$ cat src/rtl/bus_line_pkg.sv
`default_nettype none

package bus_line_pkg;

	// Transmit phases of the bit engine, in the order a frame walks through them
	typedef enum logic [3:0] {
		TX_IDLE,
		TX_START,
		TX_DATA_LOW,
		TX_DATA_HIGH,
		TX_ACK_LOW,
		TX_ACK_HIGH,
		TX_STOP0,
		TX_STOP1,
		TX_STOP2
	} tx_phase_t;

	// Receiver states
	typedef enum logic [1:0] {
		RX_IDLE,
		RX_DATA,
		RX_ACK
	} rx_phase_t;

	// One line request from the engine to the pads
	typedef struct packed {
		logic drive;
		logic value;
	} line_drive_t;

	localparam line_drive_t LINE_FREE = '{drive: 1'b0, value: 1'b1};
	localparam line_drive_t LINE_LOW = '{drive: 1'b1, value: 1'b0};
	localparam line_drive_t LINE_HIGH = '{drive: 1'b1, value: 1'b1};

	// The SDA release burst holds the tristate without pull, then pulls up, then lets go
	localparam int SDA_RELEASE_HOLD = 12;
	localparam int SDA_RELEASE_CYCLES = 25;

endpackage

`default_nettype wire

$ cat src/rtl/frame_pkg.sv
`default_nettype none

package frame_pkg;

	typedef logic [7:0] char_t;

	// A queue entry is either a character or a frame-end marker
	typedef struct packed {
		logic  frame_end;
		char_t data;
	} queue_entry_t;

	localparam int QUEUE_DEPTH_LOG2 = 4;

endpackage

`default_nettype wire

$ cat src/rtl/bit_tx_engine.sv
`timescale 1ns/10ps
`default_nettype none

module bit_tx_engine import bus_line_pkg::*, frame_pkg::*; #(
	parameter int CLOCK_DIV = 99
) (
	input  wire         clk,
	input  wire         reset,
	input  wire         tx_req,
	input  wire         queue_entry_t head_entry,
	input  wire         head_valid,
	output logic        pop,
	output line_drive_t scl_drive,
	output line_drive_t sda_drive,
	output logic        phase_start
);

	localparam int CNT_W = $clog2(2 * CLOCK_DIV + 1);
	localparam logic [CNT_W-1:0] PHASE_END = CNT_W'(CLOCK_DIV);
	localparam logic [CNT_W-1:0] START_END = CNT_W'(2 * CLOCK_DIV);

	tx_phase_t phase;
	tx_phase_t next_phase;
	logic [CNT_W-1:0] phase_cnt;
	logic [2:0] bit_idx;
	logic req_pending;
	logic phase_done;
	logic bit_reload;
	logic bit_step;

	assign phase_done = (phase_cnt == PHASE_END);

	always_comb begin
		next_phase = phase;
		pop = 1'b0;
		bit_reload = 1'b0;
		bit_step = 1'b0;
		scl_drive = LINE_FREE;
		sda_drive = LINE_FREE;

		case (phase)
			TX_IDLE: begin
				if (req_pending)
					next_phase = TX_START;
			end

			// SDA falls halfway through with SCL held high
			TX_START: begin
				scl_drive = LINE_HIGH;
				sda_drive = LINE_HIGH;
				bit_reload = 1'b1;
				if (phase_cnt > PHASE_END) begin
					if (head_entry.frame_end) begin
						// Nothing queued for this frame so go straight to stop
						next_phase = TX_STOP1;
					end else begin
						sda_drive = LINE_LOW;
						if (phase_cnt == START_END)
							next_phase = TX_DATA_LOW;
					end
				end
			end

			TX_DATA_LOW: begin
				scl_drive = LINE_LOW;
				sda_drive = '{drive: 1'b1, value: head_entry.data[bit_idx]};
				if (phase_done)
					next_phase = TX_DATA_HIGH;
			end

			TX_DATA_HIGH: begin
				scl_drive = LINE_HIGH;
				sda_drive = '{drive: 1'b1, value: head_entry.data[bit_idx]};
				if (phase_done) begin
					bit_step = 1'b1;
					if (bit_idx == 3'd0)
						next_phase = TX_ACK_LOW;
					else
						next_phase = TX_DATA_LOW;
				end
			end

			// SDA is left to the slave during the acknowledge clock
			TX_ACK_LOW: begin
				scl_drive = LINE_LOW;
				if (phase_done) begin
					pop = head_valid;
					next_phase = TX_ACK_HIGH;
				end
			end

			TX_ACK_HIGH: begin
				scl_drive = LINE_HIGH;
				bit_reload = 1'b1;
				if (phase_done) begin
					if (head_valid && !head_entry.frame_end)
						next_phase = TX_DATA_LOW;
					else
						next_phase = TX_STOP0;
				end
			end

			TX_STOP0: begin
				scl_drive = LINE_LOW;
				sda_drive = LINE_LOW;
				if (phase_done)
					next_phase = TX_STOP1;
			end

			TX_STOP1: begin
				scl_drive = LINE_HIGH;
				sda_drive = LINE_LOW;
				if (phase_done)
					next_phase = TX_STOP2;
			end

			// The frame-end marker leaves the queue here
			TX_STOP2: begin
				scl_drive = LINE_HIGH;
				sda_drive = LINE_HIGH;
				if (phase_done) begin
					pop = head_valid;
					next_phase = TX_IDLE;
				end
			end

			default: next_phase = TX_IDLE;
		endcase
	end

	always_ff @(posedge clk) begin
		if (reset) begin
			phase <= TX_IDLE;
			phase_cnt <= '0;
			phase_start <= 1'b0;
			req_pending <= 1'b0;
			bit_idx <= 3'd7;
		end else begin
			phase <= next_phase;
			phase_start <= (next_phase != phase);

			if (next_phase != phase || phase == TX_IDLE)
				phase_cnt <= '0;
			else
				phase_cnt <= phase_cnt + 1'b1;

			// A request arriving on the same cycle as the start is kept for the next frame
			if (tx_req)
				req_pending <= 1'b1;
			else if (phase == TX_IDLE && next_phase == TX_START)
				req_pending <= 1'b0;

			if (bit_reload)
				bit_idx <= 3'd7;
			else if (bit_step)
				bit_idx <= bit_idx - 1'b1;
		end
	end

	assert property (@(posedge clk) disable iff (reset) phase_cnt <= START_END)
		else $error("bit_tx_engine: phase counter overran");

endmodule

`default_nettype wire

$ cat src/rtl/bus_receiver.sv
`timescale 1ns/10ps
`default_nettype none

module bus_receiver import bus_line_pkg::*, frame_pkg::*; (
	input  wire   clk,
	input  wire   reset,
	input  wire   scl_in,
	input  wire   sda_in,
	output char_t rx_char,
	output logic  rx_char_latch,
	output logic  rx_req
);

	rx_phase_t state;
	rx_phase_t next_state;
	logic scl_meta;
	logic scl_sync;
	logic scl_last;
	logic sda_meta;
	logic sda_sync;
	logic sda_last;
	logic [2:0] bit_cnt;
	logic scl_rise;
	logic scl_fall;
	logic stop_seen;
	logic take_bit;

	assign scl_rise = scl_sync && !scl_last;
	assign scl_fall = !scl_sync && scl_last;

	// SDA rising with SCL steady high is a stop condition
	assign stop_seen = sda_sync && !sda_last && scl_sync && scl_last;
	assign take_bit = (state == RX_DATA) && scl_rise && !stop_seen;

	always_comb begin
		next_state = state;
		case (state)
			RX_IDLE: begin
				if (!sda_sync)
					next_state = RX_DATA;
			end

			// A stop can also land here when it follows the second ack fall
			RX_DATA: begin
				if (stop_seen)
					next_state = RX_IDLE;
				else if (scl_rise && bit_cnt == 3'd7)
					next_state = RX_ACK;
			end

			RX_ACK: begin
				if (stop_seen)
					next_state = RX_IDLE;
				else if (scl_fall && bit_cnt == 3'd1)
					next_state = RX_DATA;
			end

			default: next_state = RX_IDLE;
		endcase
	end

	always_ff @(posedge clk) begin
		if (reset) begin
			scl_meta <= 1'b1;
			scl_sync <= 1'b1;
			scl_last <= 1'b1;
			sda_meta <= 1'b1;
			sda_sync <= 1'b1;
			sda_last <= 1'b1;
			state <= RX_IDLE;
			bit_cnt <= '0;
			rx_char_latch <= 1'b0;
			rx_req <= 1'b0;
		end else begin
			scl_meta <= scl_in;
			scl_sync <= scl_meta;
			scl_last <= scl_sync;
			sda_meta <= sda_in;
			sda_sync <= sda_meta;
			sda_last <= sda_sync;

			state <= next_state;
			if (next_state != state)
				bit_cnt <= '0;
			else if ((state == RX_DATA && scl_rise) || (state == RX_ACK && scl_fall))
				bit_cnt <= bit_cnt + 1'b1;

			rx_char_latch <= take_bit && bit_cnt == 3'd7;
			rx_req <= (state != RX_IDLE) && stop_seen;
		end
	end

	always_ff @(posedge clk) begin
		if (take_bit)
			rx_char <= {rx_char[6:0], sda_sync};
	end

endmodule

`default_nettype wire

$ cat src/rtl/discrete_bus_top.sv
`timescale 1ns/10ps
`default_nettype none

module discrete_bus_top import bus_line_pkg::*, frame_pkg::*; #(
	parameter int CLOCK_DIV = 99,
	parameter int QUEUE_DEPTH_LOG2 = frame_pkg::QUEUE_DEPTH_LOG2
) (
	input  wire   clk,
	input  wire   reset,
	input  wire   scl_in,
	input  wire   sda_in,
	input  wire   char_t tx_char,
	input  wire   tx_char_latch,
	input  wire   tx_req,
	output logic  scl_pd,
	output logic  scl_pu_n,
	output logic  scl_tri,
	output logic  sda_pd,
	output logic  sda_pu_n,
	output logic  sda_tri,
	output char_t rx_char,
	output logic  rx_char_latch,
	output logic  rx_req
);

	queue_entry_t push_entry;
	queue_entry_t head_entry;
	logic push;
	logic head_valid;
	logic pop;
	logic phase_start;
	line_drive_t scl_drive;
	line_drive_t sda_drive;

	// Characters and frame ends share one queue so frames stay in order
	assign push = tx_char_latch || tx_req;
	assign push_entry = '{frame_end: tx_req, data: tx_char};

	tx_queue #(
		.DEPTH_LOG2(QUEUE_DEPTH_LOG2)
	) u_tx_queue (
		.clk(clk),
		.reset(reset),
		.push(push),
		.push_entry(push_entry),
		.pop(pop),
		.head_entry(head_entry),
		.head_valid(head_valid)
	);

	bit_tx_engine #(
		.CLOCK_DIV(CLOCK_DIV)
	) u_bit_tx_engine (
		.clk(clk),
		.reset(reset),
		.tx_req(tx_req),
		.head_entry(head_entry),
		.head_valid(head_valid),
		.pop(pop),
		.scl_drive(scl_drive),
		.sda_drive(sda_drive),
		.phase_start(phase_start)
	);

	pad_driver #(
		.CLOCK_DIV(CLOCK_DIV)
	) u_pad_driver (
		.clk(clk),
		.reset(reset),
		.scl_drive(scl_drive),
		.sda_drive(sda_drive),
		.phase_start(phase_start),
		.scl_pd(scl_pd),
		.scl_pu_n(scl_pu_n),
		.scl_tri(scl_tri),
		.sda_pd(sda_pd),
		.sda_pu_n(sda_pu_n),
		.sda_tri(sda_tri)
	);

	bus_receiver u_bus_receiver (
		.clk(clk),
		.reset(reset),
		.scl_in(scl_in),
		.sda_in(sda_in),
		.rx_char(rx_char),
		.rx_char_latch(rx_char_latch),
		.rx_req(rx_req)
	);

endmodule

`default_nettype wire

$ cat src/rtl/pad_driver.sv
`timescale 1ns/10ps
`default_nettype none

module pad_driver import bus_line_pkg::*; #(
	parameter int CLOCK_DIV = 99
) (
	input  wire  clk,
	input  wire  reset,
	input  wire  line_drive_t scl_drive,
	input  wire  line_drive_t sda_drive,
	input  wire  phase_start,
	output logic scl_pd,
	output logic scl_pu_n,
	output logic scl_tri,
	output logic sda_pd,
	output logic sda_pu_n,
	output logic sda_tri
);

	localparam int QUARTER = CLOCK_DIV / 4;
	localparam int QW = $clog2(QUARTER + 2);
	localparam int RW = $clog2(SDA_RELEASE_CYCLES + 1);

	logic [QW-1:0] quarter_cnt;
	logic [QW-1:0] elapsed;
	logic [RW-1:0] release_cnt;
	line_drive_t sda_hold;
	line_drive_t sda_eff;

	// SDA only moves a quarter phase in, which lands it mid SCL low
	assign elapsed = phase_start ? '0 : quarter_cnt;
	assign sda_eff = (elapsed >= QW'(QUARTER)) ? sda_drive : sda_hold;

	always_ff @(posedge clk) begin
		if (reset) begin
			quarter_cnt <= QW'(QUARTER);
			release_cnt <= RW'(SDA_RELEASE_CYCLES);
			sda_hold <= LINE_FREE;
			scl_pd <= 1'b0;
			scl_pu_n <= 1'b1;
			scl_tri <= 1'b0;
			sda_pd <= 1'b0;
			sda_pu_n <= 1'b1;
			sda_tri <= 1'b0;
		end else begin
			if (phase_start)
				quarter_cnt <= QW'(1);
			else if (quarter_cnt < QW'(QUARTER))
				quarter_cnt <= quarter_cnt + 1'b1;

			scl_pd <= scl_drive.drive && !scl_drive.value;
			scl_pu_n <= !(scl_drive.drive && scl_drive.value);
			scl_tri <= scl_drive.drive;

			sda_hold <= sda_eff;
			if (sda_eff.drive) begin
				sda_pd <= !sda_eff.value;
				sda_pu_n <= !sda_eff.value;
				sda_tri <= 1'b1;
				release_cnt <= '0;
			end else if (release_cnt < RW'(SDA_RELEASE_HOLD)) begin
				sda_pd <= 1'b0;
				sda_pu_n <= 1'b1;
				sda_tri <= 1'b1;
				release_cnt <= release_cnt + 1'b1;
			end else if (release_cnt < RW'(SDA_RELEASE_CYCLES)) begin
				// Pull the line up briefly so it does not float low on release
				sda_pd <= 1'b0;
				sda_pu_n <= 1'b0;
				sda_tri <= 1'b1;
				release_cnt <= release_cnt + 1'b1;
			end else begin
				sda_pd <= 1'b0;
				sda_pu_n <= 1'b1;
				sda_tri <= 1'b0;
			end
		end
	end

	assert property (@(posedge clk) disable iff (reset) !(scl_pd && !scl_pu_n))
		else $error("pad_driver: SCL pull-down and pull-up both on");

	assert property (@(posedge clk) disable iff (reset) !(sda_pd && !sda_pu_n))
		else $error("pad_driver: SDA pull-down and pull-up both on");

endmodule

`default_nettype wire

$ cat src/rtl/tx_queue.sv
`timescale 1ns/10ps
`default_nettype none

module tx_queue import frame_pkg::*; #(
	parameter int DEPTH_LOG2 = QUEUE_DEPTH_LOG2
) (
	input  wire          clk,
	input  wire          reset,
	input  wire          push,
	input  wire          queue_entry_t push_entry,
	input  wire          pop,
	output queue_entry_t head_entry,
	output logic         head_valid
);

	localparam int DEPTH = 1 << DEPTH_LOG2;

	queue_entry_t mem [DEPTH];
	logic [DEPTH_LOG2-1:0] wr_ptr;
	logic [DEPTH_LOG2-1:0] rd_ptr;
	logic [DEPTH_LOG2:0] count;
	logic full;
	logic do_push;
	logic do_pop;

	assign full = (count == (DEPTH_LOG2 + 1)'(DEPTH));
	assign head_valid = (count != '0);
	assign head_entry = mem[rd_ptr];

	// Pushes into a full queue are lost, pops on an empty one do nothing
	assign do_push = push && !full;
	assign do_pop = pop && head_valid;

	always_ff @(posedge clk) begin
		if (do_push)
			mem[wr_ptr] <= push_entry;
	end

	always_ff @(posedge clk) begin
		if (reset) begin
			wr_ptr <= '0;
			rd_ptr <= '0;
			count <= '0;
		end else begin
			if (do_push)
				wr_ptr <= wr_ptr + 1'b1;
			if (do_pop)
				rd_ptr <= rd_ptr + 1'b1;
			case ({do_push, do_pop})
				2'b10: count <= count + 1'b1;
				2'b01: count <= count - 1'b1;
				default: count <= count;
			endcase
		end
	end

	// The host has no back-pressure, so overflow is a host error
	assert property (@(posedge clk) disable iff (reset) !(push && full))
		else $error("tx_queue: push into full queue dropped");

	// The engine must only consume entries that are present
	assert property (@(posedge clk) disable iff (reset) !(pop && !head_valid))
		else $error("tx_queue: pop from empty queue");

endmodule

`default_nettype wire

$ cat config.mk
export PLATFORM = sky130hd
export DESIGN_NAME = discrete_bus_top
export DESIGN_NICKNAME = d
export VERILOG_FILES = /design/src/rtl/bus_line_pkg.sv /design/src/rtl/frame_pkg.sv /design/src/rtl/bit_tx_engine.sv /design/src/rtl/bus_receiver.sv /design/src/rtl/discrete_bus_top.sv /design/src/rtl/pad_driver.sv /design/src/rtl/tx_queue.sv
export SDC_FILE = /design/constraint.sdc
export NUM_CORES = 1
export LEC_CHECK = 0
export ABC_AREA = 1
export BUFFER_PORTS_ARGS = -buffer_cell sky130_fd_sc_hd__buf_2
export CORE_MARGIN = 2
export CORE_UTILIZATION = 44
export CTS_CLUSTER_DIAMETER = 120
export DETAILED_ROUTE_END_ITERATION = 6
export HOLD_SLACK_MARGIN = 0.12
export SLEW_MARGIN = 20
export SYNTH_ARGS = -nofsm -noshare
export SYNTH_HDL_FRONTEND = slang
export SYNTH_SLANG_ARGS = --single-unit
$ cat constraint.sdc
create_clock -name clk -period 5.55 [get_ports clk]
set_input_delay 0.555 -clock clk [delete_from_list [all_inputs] [get_ports clk]]
set_output_delay 0.555 -clock clk [all_outputs]
set_load 0.02 [all_outputs]
==> results.txt, run 1 <==
----------------------------------------------------
[STA]
  Actual slew at the worst max-slew pin ... 1.084 ns
  Number of setup violations in the final report ... 0
  Max-slew violations ... 0
  Slew margin rel. ... 27.46%
  Final critical-path required period ... 2.818 ns
  Period Utilization, post-route ... 50.78%
  Maximum frequency from static timing analysis ... 354.9 MHz
  Setup clock skew after layout ... 0.02585 ns
  Setup repair after global routing missed its margin ... no
  Setup TNS ... 0 ns
  Hold Worst Slack ... 0.2356 ns
  Total count of hold-check failures in the final report ... 0

[Clocking]
  CTS Root Buffer Type ... sky130_fd_sc_hd__clkbuf_16
  Number of buffers added for setup after CTS ... 0
  H-tree levels ... 1
  Number of hold buffers added after cts ... 0
  Post-cts resize count ... 0
  Register clock-pin slew on the reported worst setup and hold paths ... 0.06 ns
  Clock Sink Count ... 217
  Max Buffers Root-to-Sink ... 3
  Clock tree from TritonCTS ... done
  Clock buffer count from CTS ... 24
  Insertion delay of the later-clocked pin in the worst-skew pair ... 0.52 ns

[Detailed routing]
  Via count ... 6180
  DRT iter0 DRCs ... 544
  DRC Markers ... 0
  WL/cell ... 16.03 um
  WL final ... 19410 um
  DRT Pass-1 Iters ... 5
  Number of nets still failing antenna checks after routing ... 0
  Via density per instance ... 5.103

[Logic synthesis]
  Count of distinct cell types in the synthesized netlist ... 42
  Gate Count Post-Synth ... 896
  Combinational family with the most area after synthesis ... simple AND/OR/NAND/NOR gates
  Mux contribution to synthesized area ... 0%
  Top-count cell post-synth ... sky130_fd_sc_hd__nand2_1
  Combined area of all synthesized cells ... 9136 sq um
  Top cell types by occurrence after synthesis ... 210 x sky130_fd_sc_hd__nand2_1, 152 x sky130_fd_sc_hd__edfxtp_1, 140 x sky130_fd_sc_hd__nand3_1, 79 x sky130_fd_sc_hd__nor2_1, 65 x sky130_fd_sc_hd__dfxtp_1
  Library cell occupying the most area in the post-synthesis netlist ... sky130_fd_sc_hd__edfxtp_1
  Post-Synthesis Mean Instance Area ... 10.20 sq um
  Synth Area in XOR/XNOR ... 1.150%
  Number of enable flip-flop cells after synthesis ... 152
  Count of synthesis-stage warnings from yosys ... 0
  FF+latch count, synth ... 217
  Dominant cells by area after synthesis ... sky130_fd_sc_hd__edfxtp_1 50%, sky130_fd_sc_hd__dfxtp_1 14%, sky130_fd_sc_hd__nand2_1 8.6%
  Flip-flop cell with the highest count after synthesis ... sky130_fd_sc_hd__edfxtp_1
  Async SR Flop Fraction ... 0%
  Arithmetic-cell share of the synthesized area counting full adders, half adders and majority gates ... 2.684%
  Synthesized-area fraction occupied by and/or/nand/nor cells ... 22.05%
  Compound-gate portion of the synthesized area ... 5.451%
  Post-synth top area share ... 49.96%
  Synth Net Count ... 929
  Sequential cell area fraction in the yosys report ... 64.20%

[Cells and area]
  Antenna cell count ... 0
  Multi-input logic area ... 2877 sq um
  Post-layout net count ... 956
  Fill cell instance count of the final layout ... 1868
  Synth-to-layout area growth ... 12.27%
  Sequential cell area ... 5867 sq um
  Share of post-route cells with drive strength above 1 ... 10.41%

[Setup path]
  CP endpoint kind ... flip-flop
  Type of origin of the critical path ... flip-flop
  Worst EP required ... 5.99 ns
  Critical Path Max Stage Delay ... 0.42 ns
  Family with the most delay on the worst path ... adder cells
  Crit path buf inv count ... 2
  Crit Path Max Fanout ... 8
  CP max stage cell ... sky130_fd_sc_hd__fa_1
  Data arrival time of the critical path ... 3.26 ns
  Worst path cell trace ... ha_1 > nand2_1 > nor2_4 > o211ai_1 > inv_1 > ha_1 > inv_1 > fa_1 > nor2_1 > a211oi_1 > nand2_1 > nand2_1 > nor2_1 > o21ai_0 > a21oi_1
  Type of the worst setup path ... reg -> reg
  Cell with the most instances on the worst path ... sky130_fd_sc_hd__nand2_1

[Die]
  Number of rows in the core area ... 52
  Placeable Area ... 20300 sq um
  Boundary pin count ... 30
  Die width ... 148.1 um
  Initial cell density of the core ... 45.01%
  Total die area ... 21930 sq um
  Height of the chip ... 148.1 um

[Placed design]
  Routability congestion estimate from global placement ... 0.8811
  Post-detail-place hpwl ... 11800 um
  Buffers on Ports ... 29

[Power]
  IR drop worst, VDD ... 195.5 uV
  Power Density ... 341.9 nW/um^2
  Leakage power figure ... 3.926 nW

[Global routing]
  Met1 Track Usage GR ... 26.56%
  Total global routing track utilization ... 18.13%
  Largest net degree at the start of global routing ... 70
  Antenna violations before repair ... 0
  Grt ovf ... 0
  Wire length of the first global-routing pass ... 31590 um
  GRT met3 Usage ... 2.577%
  Met2 usage in global routing ... 28.73%
  Vias in the first global route ... 5932
  Busiest grt layer ... met2

[Hold path]
  HP Class ... in -> reg

[Status]
  Run status ... complete, no violations

[Flow run]
  MaxCap Viol Count ... 0

----------------------------------------------------
[through the flow]
stage	area (sq um)	worst slack [ns]	total power, mW	instances	utilization [%]
after CTS	10250	2.735	3.544	1211	50.51
after global routing	10260	2.473	3.652	1211	50.53
final	10260	2.732	3.507	1211	50.53
after detailed placement	9502	2.722	2.046	1167	46.81
after floorplan	9136	3.177	1.975	896	-
after global placement	9490	2.699	2.042	1167	46.75
[cells in the final DEF, fill, tap and decap left out, types with 3 or more instances in the layout]
cell                          n
sky130_fd_sc_hd__buf_2       29
sky130_fd_sc_hd__ha_1        18
sky130_fd_sc_hd__nand2_2      4
sky130_fd_sc_hd__edfxtp_1   152
sky130_fd_sc_hd__nand2_1    210
sky130_fd_sc_hd__clkbuf_1     4
sky130_fd_sc_hd__nor2_1      77
sky130_fd_sc_hd__clkbuf_16   24
sky130_fd_sc_hd__inv_2        3
sky130_fd_sc_hd__a21oi_1     29
sky130_fd_sc_hd__clkinv_2     7
sky130_fd_sc_hd__a31oi_1      3
sky130_fd_sc_hd__xnor2_1      4
sky130_fd_sc_hd__o211ai_1     7
sky130_fd_sc_hd__o21ai_0     33
sky130_fd_sc_hd__dfxtp_1     64
sky130_fd_sc_hd__nor3_1       6
sky130_fd_sc_hd__or2_2        7
sky130_fd_sc_hd__inv_1       62
sky130_fd_sc_hd__buf_4        3
sky130_fd_sc_hd__xor2_1       8
sky130_fd_sc_hd__a211oi_1     4
sky130_fd_sc_hd__nor2_2       6
sky130_fd_sc_hd__clkinv_1     4
sky130_fd_sc_hd__nand3_1    140
[logic make-up (layout without fill, tap and decap cells)]
logic type,Yosys count,in the layout
AND/OR/NAND/NOR,462,462
flip-flops,217,217
buffers and inverters,99,144
AO/OA/AOI/OAI,87,87
adder cells (fa/ha/maj),19,19
XOR/XNOR,12,12
[sequential cells by signal, summed over array words and instances, names as in the netlist, 2 cells and up, named ones only]
register	flops
u_tx_queue.mem	144
u_bit_tx_engine.phase_cnt	8
u_bus_receiver.rx_char	8
u_pad_driver.quarter_cnt	5
u_pad_driver.release_cnt	5
u_tx_queue.count	5
u_bit_tx_engine.phase	4
u_tx_queue.rd_ptr	4
u_tx_queue.wr_ptr	4
u_bit_tx_engine.bit_idx	3
u_bus_receiver.bit_cnt	3
u_bus_receiver.state	2
u_pad_driver.sda_hold	2
[power by group]
part           internal (mW)  total, mW  switching, mW
clock                  0.873       1.50          0.624
sequential              1.78       1.81         0.0274
combinational         0.0606      0.198          0.138
[worst reg2reg max path, cell delays in order (launching register included)]
cell and delay [ns]:
sky130_fd_sc_hd__dfxtp_1 0.39, sky130_fd_sc_hd__ha_1 0.24, sky130_fd_sc_hd__nand2_1 0.12, sky130_fd_sc_hd__nor2_4 0.23
sky130_fd_sc_hd__o211ai_1 0.20, sky130_fd_sc_hd__inv_1 0.17, sky130_fd_sc_hd__ha_1 0.26, sky130_fd_sc_hd__inv_1 0.10
sky130_fd_sc_hd__fa_1 0.42, sky130_fd_sc_hd__nor2_1 0.12, sky130_fd_sc_hd__a211oi_1 0.06, sky130_fd_sc_hd__nand2_1 0.07
sky130_fd_sc_hd__nand2_1 0.04, sky130_fd_sc_hd__nor2_1 0.11, sky130_fd_sc_hd__o21ai_0 0.08, sky130_fd_sc_hd__a21oi_1 0.14
[layout make-up]
type / count / area share, %
Multi-Input combinational cell: 580 / 28.04
Tap cell: 270 / 3.293
Timing Repair Buffer: 32 / 1.635
Inverter: 68 / 2.513
Clock inverter: 13 / 1.000
Clock buffer: 31 / 6.319
Sequential cell: 217 / 57.20
[worst paths after layout]
kind,from,end,slack [ns],cells past startpoint
worst min register to register,u_bus_receiver.scl_meta$_SDFF_PP1_,u_bus_receiver.scl_sync$_SDFF_PP1_,0.41,1
worst max-delay path,u_bit_tx_engine.phase_cnt[0]$_SDFF_PP0_,u_tx_queue.count[4]$_SDFFE_PP0P_,2.73,15
worst min-delay path,scl_in,u_bus_receiver.scl_meta$_SDFF_PP1_,0.24,2
worst max register to register,u_bit_tx_engine.phase_cnt[0]$_SDFF_PP0_,u_tx_queue.count[4]$_SDFFE_PP0P_,2.73,15
[layer usage]
metal,vias up,share of wire [%]
met5,-,0
met4,0,1.5
met3,24,4.6
met2,138,46
met1,2906,48
li1,3112,-
Power figures use the tool's default switching activity.
==> inputs of run 2 (changes only) <==
==> constraint.sdc (replaced) <==
create_clock -name clk -period 2.86 [get_ports clk]
set_input_delay 0.286 -clock clk [delete_from_list [all_inputs] [get_ports clk]]
set_output_delay 0.286 -clock clk [all_outputs]
set_load 0.02 [all_outputs]
==> results.txt, run 2 (synthesized netlist as in run 1, its figures left out) <==
----------------------------------------------------
[Status]
  Run status ... complete, no violations

[STA]
  Hold Worst Slack ... 0.1613 ns
  Final critical-path required period ... 2.625 ns
  Period Utilization, post-route ... 91.79%
  Max-slew violations ... 0
  Number of setup violations in the final report ... 0
  Worst setup slack after layout ... 0.2348 ns
  Setup TNS ... 0 ns
  Total count of hold-check failures in the final report ... 0
  Slew margin rel. ... 29.81%
  Actual slew at the worst max-slew pin ... 1.049 ns
  Setup clock skew after layout ... 0.008665 ns
  Maximum frequency from static timing analysis ... 380.9 MHz

[Detailed routing]
  Number of nets still failing antenna checks after routing ... 0
  Via density per instance ... 5.152
  WL/cell ... 16.15 um
  DRC Markers ... 0
  Via count ... 6321
  DRT Pass-1 Iters ... 5
  DRT iter0 DRCs ... 478
  WL final ... 19820 um

[Hold path]
  Worst hold path stage count ... 1
  HP Class ... in -> reg
  Worst Hold End ... u_tx_queue.mem[6][3]$_DFFE_PP_
  Start point of the worst hold path ... tx_char[3]

[Global routing]
  Total global routing track utilization ... 18.33%
  Antenna violations before repair ... 0
  Wire length of the first global-routing pass ... 32100 um
  Grt ovf ... 0
  Largest net degree at the start of global routing ... 49
  Vias in the first global route ... 6119

[Clocking]
  Clock Sink Count ... 217
  H-tree levels ... 1
  Max Buffers Root-to-Sink ... 3
  Insertion delay of the later-clocked pin in the worst-skew pair ... 0.51 ns
  Clock buffer count from CTS ... 24
  CTS Root Buffer Type ... sky130_fd_sc_hd__clkbuf_16
  Register clock-pin slew on the reported worst setup and hold paths ... 0.06 ns
  Clock tree from TritonCTS ... done

[Cells and area]
  Antenna cell count ... 0
  Multi-input logic area ... 2882 sq um
  Fill cell instance count of the final layout ... 1839
  Non-Filler Cell Area, Final ... 10470 sq um
  Sequential cell area ... 5867 sq um
  Largest register FFs ... 144
  Final core area utilization ... 51.59%
  Share of post-route cells with drive strength above 1 ... 11.70%
  Register ranked first by flip-flop count ... u_tx_queue.mem
  Post-layout net count ... 972
  Most common cell after layout, fill and taps aside ... sky130_fd_sc_hd__nand2_1
  Registers with the highest flip-flop counts ... u_tx_queue.mem: 144 flops, u_bit_tx_engine.phase_cnt: 8 flops, u_bus_receiver.rx_char: 8 flops
  Most frequent cells in the layout ... 210 x sky130_fd_sc_hd__nand2_1, 152 x sky130_fd_sc_hd__edfxtp_1, 140 x sky130_fd_sc_hd__nand3_1
  Synth-to-layout area growth ... 14.63%

[Die]
  Number of rows in the core area ... 52
  Total die area ... 21930 sq um
  Height of the chip ... 148.1 um
  Die width ... 148.1 um
  Initial cell density of the core ... 45.01%
  Boundary pin count ... 30
  Placeable Area ... 20300 sq um

[Setup path]
  Worst EP required ... 3.30 ns
  Worst reg2reg startpoint ... u_bit_tx_engine.phase[2]$_SDFF_PP0_
  Crit Path Max Fanout ... 5
  Cell depth of the worst flop-to-flop path ... 16
  Type of the worst setup path ... reg -> reg
  Data arrival time of the critical path ... 3.07 ns
  Type of origin of the critical path ... flip-flop
  CP endpoint kind ... flip-flop
  R2R Setup Slk ... 0.23 ns
  Reg-to-reg endpoint ... u_tx_queue.count[4]$_SDFFE_PP0P_

[Power]
  IR drop worst, VDD ... 338.0 uV
  Leakage power figure ... 4.037 nW
  Power Density ... 673.4 nW/um^2

[Placed design]
  Post-detail-place hpwl ... 12470 um
  Worst setup timing slack at the placement stage ... 0.1686 ns
  Placed Instance Area ... 9620 sq um
  Routability congestion estimate from global placement ... 0.8655
  Buffers on Ports ... 29

[Flow run]
  MaxCap Viol Count ... 0

----------------------------------------------------
[run 2: what timing repair did]
action,in CTS,in global routing
endpoints found under the setup margin,0,2
gates resized for setup,0,5
hold buffers,2,0
setup buffers,0,0
endpoints found under the hold margin,2,0
[run 2: routing by layer]
layer / track usage (%) / up-vias / part of all wire, %
li1: - / 3146 / -
met1: 25.75 / 3012 / 46
met2: 30.16 / 135 / 47
met3: 2.822 / 28 / 5.4
met4: 4.429 / 0 / 1.5
met5: 0 / - / 0
[run 2: where the power goes]
part	internal, mW	total, mW	switching (mW)
clock network	1.94	3.14	1.20
registers	3.46	3.51	0.0474
logic	0.126	0.400	0.274
total	5.53	7.05	1.53
[run 2: worst max path at each step]
stage	startpoint	to	slack (ns)	depth (start not counted)
floorplan	u_bit_tx_engine.phase_cnt[0]$_SDFF_PP0_	u_tx_queue.count[4]$_SDFFE_PP0P_	0.49	15
global placement	u_tx_queue.count[2]$_SDFFE_PP0P_	u_tx_queue.count[4]$_SDFFE_PP0P_	0.20	14
detailed placement	u_tx_queue.count[2]$_SDFFE_PP0P_	u_tx_queue.count[4]$_SDFFE_PP0P_	0.17	14
CTS	u_tx_queue.count[2]$_SDFFE_PP0P_	u_tx_queue.count[4]$_SDFFE_PP0P_	0.15	14
global route	u_bit_tx_engine.phase[2]$_SDFF_PP0_	u_tx_queue.count[4]$_SDFFE_PP0P_	-0.02	16
finish	u_bit_tx_engine.phase[2]$_SDFF_PP0_	u_tx_queue.count[4]$_SDFFE_PP0P_	0.23	16
[run 2: worst max-delay path: stages (launching register included)]
cell and delay [ns]:
sky130_fd_sc_hd__dfxtp_1 0.35, sky130_fd_sc_hd__inv_1 0.10, sky130_fd_sc_hd__nor2_2 0.17, sky130_fd_sc_hd__inv_1 0.11, sky130_fd_sc_hd__nor2_1 0.16, sky130_fd_sc_hd__o211ai_1 0.14, sky130_fd_sc_hd__inv_1 0.16, sky130_fd_sc_hd__ha_2 0.24
sky130_fd_sc_hd__inv_1 0.09, sky130_fd_sc_hd__fa_1 0.41, sky130_fd_sc_hd__nor2_1 0.15, sky130_fd_sc_hd__a211oi_2 0.06, sky130_fd_sc_hd__nand2_1 0.07, sky130_fd_sc_hd__nand2_1 0.04, sky130_fd_sc_hd__nor2_1 0.11, sky130_fd_sc_hd__o21ai_0 0.08
sky130_fd_sc_hd__a21oi_1 0.11
[run 2: stage by stage]
step / power, mW / std cells
CTS: 7.122 / 1227
floorplan: 3.832 / 896
global placement: 3.970 / 1181
global route: 7.320 / 1227
finish: 7.052 / 1227
detailed placement: 3.977 / 1181
[run 2: final cells by class]
cell class | instances | share of cell area, %
clock buffers | 31 | 6.487
clock inverters | 13 | 1.278
inverters | 68 | 2.437
multi-input cells | 580 | 27.52
flip-flops and latches | 217 | 56.02
well taps | 270 | 3.226
repair buffers | 48 | 3.035
==> inputs of run 3 (changes only) <==
--- a/config.mk
+++ b/config.mk
@@ -7,11 +7,13 @@
 export LEC_CHECK = 0
 export ABC_AREA = 1
 export BUFFER_PORTS_ARGS = -buffer_cell sky130_fd_sc_hd__buf_2
+export CORE_ASPECT_RATIO = 0.9
 export CORE_MARGIN = 2
 export CORE_UTILIZATION = 44
 export CTS_CLUSTER_DIAMETER = 120
 export DETAILED_ROUTE_END_ITERATION = 6
 export HOLD_SLACK_MARGIN = 0.12
+export RECOVER_POWER = 25
 export SLEW_MARGIN = 20
 export SYNTH_ARGS = -nofsm -noshare
 export SYNTH_HDL_FRONTEND = slang
==> results.txt, run 3 (synthesized netlist as in run 1, its figures left out) <==
----------------------------------------------------
[STA]
  Setup TNS ... 0 ns
  Max-slew violations ... 0
  Setup clock skew after layout ... 0.02688 ns
  Actual slew at the worst max-slew pin ... 1.065 ns
  Final critical-path required period ... 2.566 ns
  Hold Worst Slack ... 0.1865 ns
  Total count of hold-check failures in the final report ... 0
  Slew margin rel. ... 28.77%
  Number of setup violations in the final report ... 0
  Period Utilization, post-route ... 89.72%
  Maximum frequency from static timing analysis ... 389.7 MHz

[Placed design]
  Routability congestion estimate from global placement ... 0.8961
  Post-detail-place hpwl ... 12180 um
  Buffers on Ports ... 29
  Placed Instance Area ... 9594 sq um

[Setup path]
  Crit path buf inv count ... 4
  CP max stage cell ... sky130_fd_sc_hd__fa_1
  Critical Path Max Stage Delay ... 0.40 ns
  Family with the most delay on the worst path ... simple AND/OR/NAND/NOR gates
  Type of origin of the critical path ... flip-flop
  Worst path cell trace ... inv_1 > nor2_2 > inv_1 > nor2_1 > o211ai_1 > inv_2 > ha_2 > inv_1 > fa_1 > nor2_1 > a211oi_2 > nand2_1 > nand2_1 > nor2_1 > o21ai_0 > a21oi_1
  Data arrival time of the critical path ... 3.02 ns
  Crit Path Max Fanout ... 5
  Type of the worst setup path ... reg -> reg
  CP endpoint kind ... flip-flop
  Worst EP required ... 3.32 ns
  R2R Setup Slk ... 0.29 ns

[Clocking]
  Clock Sink Count ... 217
  Insertion delay of the later-clocked pin in the worst-skew pair ... 0.52 ns
  H-tree levels ... 1
  Register clock-pin slew on the reported worst setup and hold paths ... 0.06 ns
  Clock buffer count from CTS ... 24
  Clock tree from TritonCTS ... done
  Max Buffers Root-to-Sink ... 3
  CTS Root Buffer Type ... sky130_fd_sc_hd__clkbuf_16

[Global routing]
  Largest net degree at the start of global routing ... 76
  Wire length of the first global-routing pass ... 31250 um
  Total global routing track utilization ... 18.12%
  Vias in the first global route ... 5893
  Antenna violations before repair ... 0
  Grt ovf ... 0

[Detailed routing]
  Via density per instance ... 5.196
  WL/cell ... 16.23 um
  WL final ... 19670 um
  DRT iter0 DRCs ... 465
  Via count ... 6297
  DRC Markers ... 0
  DRT Pass-1 Iters ... 5
  Number of nets still failing antenna checks after routing ... 0

[Cells and area]
  Registers with the highest flip-flop counts ... u_tx_queue.mem: 144 flops, u_bit_tx_engine.phase_cnt: 8 flops, u_bus_receiver.rx_char: 8 flops
  Synth-to-layout area growth ... 14.49%
  Post-layout net count ... 973
  Register ranked first by flip-flop count ... u_tx_queue.mem
  Most common cell after layout, fill and taps aside ... sky130_fd_sc_hd__nand2_1
  Fill cell instance count of the final layout ... 1775
  Most frequent cells in the layout ... 210 x sky130_fd_sc_hd__nand2_1, 152 x sky130_fd_sc_hd__edfxtp_1, 140 x sky130_fd_sc_hd__nand3_1
  Non-Filler Cell Area, Final ... 10460 sq um
  Largest register FFs ... 144
  Antenna cell count ... 0
  Share of post-route cells with drive strength above 1 ... 11.91%

[Die]
  Boundary pin count ... 30
  Height of the chip ... 140.7 um
  Placeable Area ... 20170 sq um
  Initial cell density of the core ... 45.29%
  Total die area ... 21930 sq um
  Die width ... 155.9 um
  Number of rows in the core area ... 49

[Hold path]
  HP Class ... in -> reg

[Flow run]
  MaxCap Viol Count ... 0

[Status]
  Run status ... complete, no violations

[Power]
  Power Density ... 669.6 nW/um^2
  Leakage power figure ... 4.013 nW
  IR drop worst, VDD ... 511.2 uV

----------------------------------------------------
==> run 3: changes by cell type in the layout (fill, tap and decap cells not counted), sizes merged <==
cell,change
clkbuf,+8
buf,-6
clkinv,-2
bufinv,-1
clkinvlp,+1
==> run 3: layer usage <==
layer	up-vias	GRT usage (%)	share of wire [%]
li1	3154	-	-
met1	2901	25.96	47
met5	-	0	0
met4	0	6.277	3.1
met3	47	2.674	5.6
met2	195	28.39	44
==> run 3: where the power goes <==
group          switching [mW]  internal [mW]
registers              0.0508           3.46
logic                   0.273          0.123
clock network            1.21           1.88
total                    1.53           5.47
==> run 3: stage by stage <==
| step | util, % | power, mW | instances | setup slack (ns) |
|---|---|---|---|---|
| floorplan | - | 3.832 | 896 | 0.4872 |
| CTS | 51.68 | 7.060 | 1210 | 0.09036 |
| detailed placement | 47.57 | 3.973 | 1165 | 0.1015 |
| global placement | 47.57 | 3.969 | 1165 | 0.2096 |
| global route | 51.86 | 7.243 | 1212 | -0.001730 |
| finish | 51.86 | 7.004 | 1212 | 0.2939 |
==> run 3: worst reg2reg max path, delay by kind of cell, from the launching register on <==
family | cells | cell delay, ns
AND/OR/NAND/NOR | 6 | 0.68
flip-flops | 1 | 0.35
adder cells (fa/ha/maj) | 2 | 0.63
buffers and inverters | 4 | 0.40
AO/OA/AOI/OAI | 4 | 0.44
==> run 3: repair_timing <==
item	4_1_cts	5_1_grt
resized for setup	0	9
hold endpoints to repair	2	0
buffers inserted	0	2
setup endpoints to repair	0	2
hold buffers	2	0
==> run 3: cell type report <==
type,count,area [sq um],area share (%)
Sequential cell,217,5869,56.11
Multi-Input combinational cell,580,2889,27.62
Clock buffer,32,693.2,6.627
Tap cell,255,319.1,3.050
Timing Repair Buffer,49,316.6,3.026
Inverter,68,255.2,2.440
Clock inverter,11,117.6,1.124
==> run 3: path summary, 6_finish.rpt <==
path                                        from                            endpoint  cells after the start
min reg2reg   u_bus_receiver.scl_meta$_SDFF_PP1_  u_bus_receiver.scl_sync$_SDFF_PP1_                      1
max          u_bit_tx_engine.phase[2]$_SDFF_PP0_    u_tx_queue.count[4]$_SDFFE_PP0P_                     16
min                                   tx_char[2]      u_tx_queue.mem[7][2]$_DFFE_PP_                      1
max reg2reg  u_bit_tx_engine.phase[2]$_SDFF_PP0_    u_tx_queue.count[4]$_SDFFE_PP0P_                     16
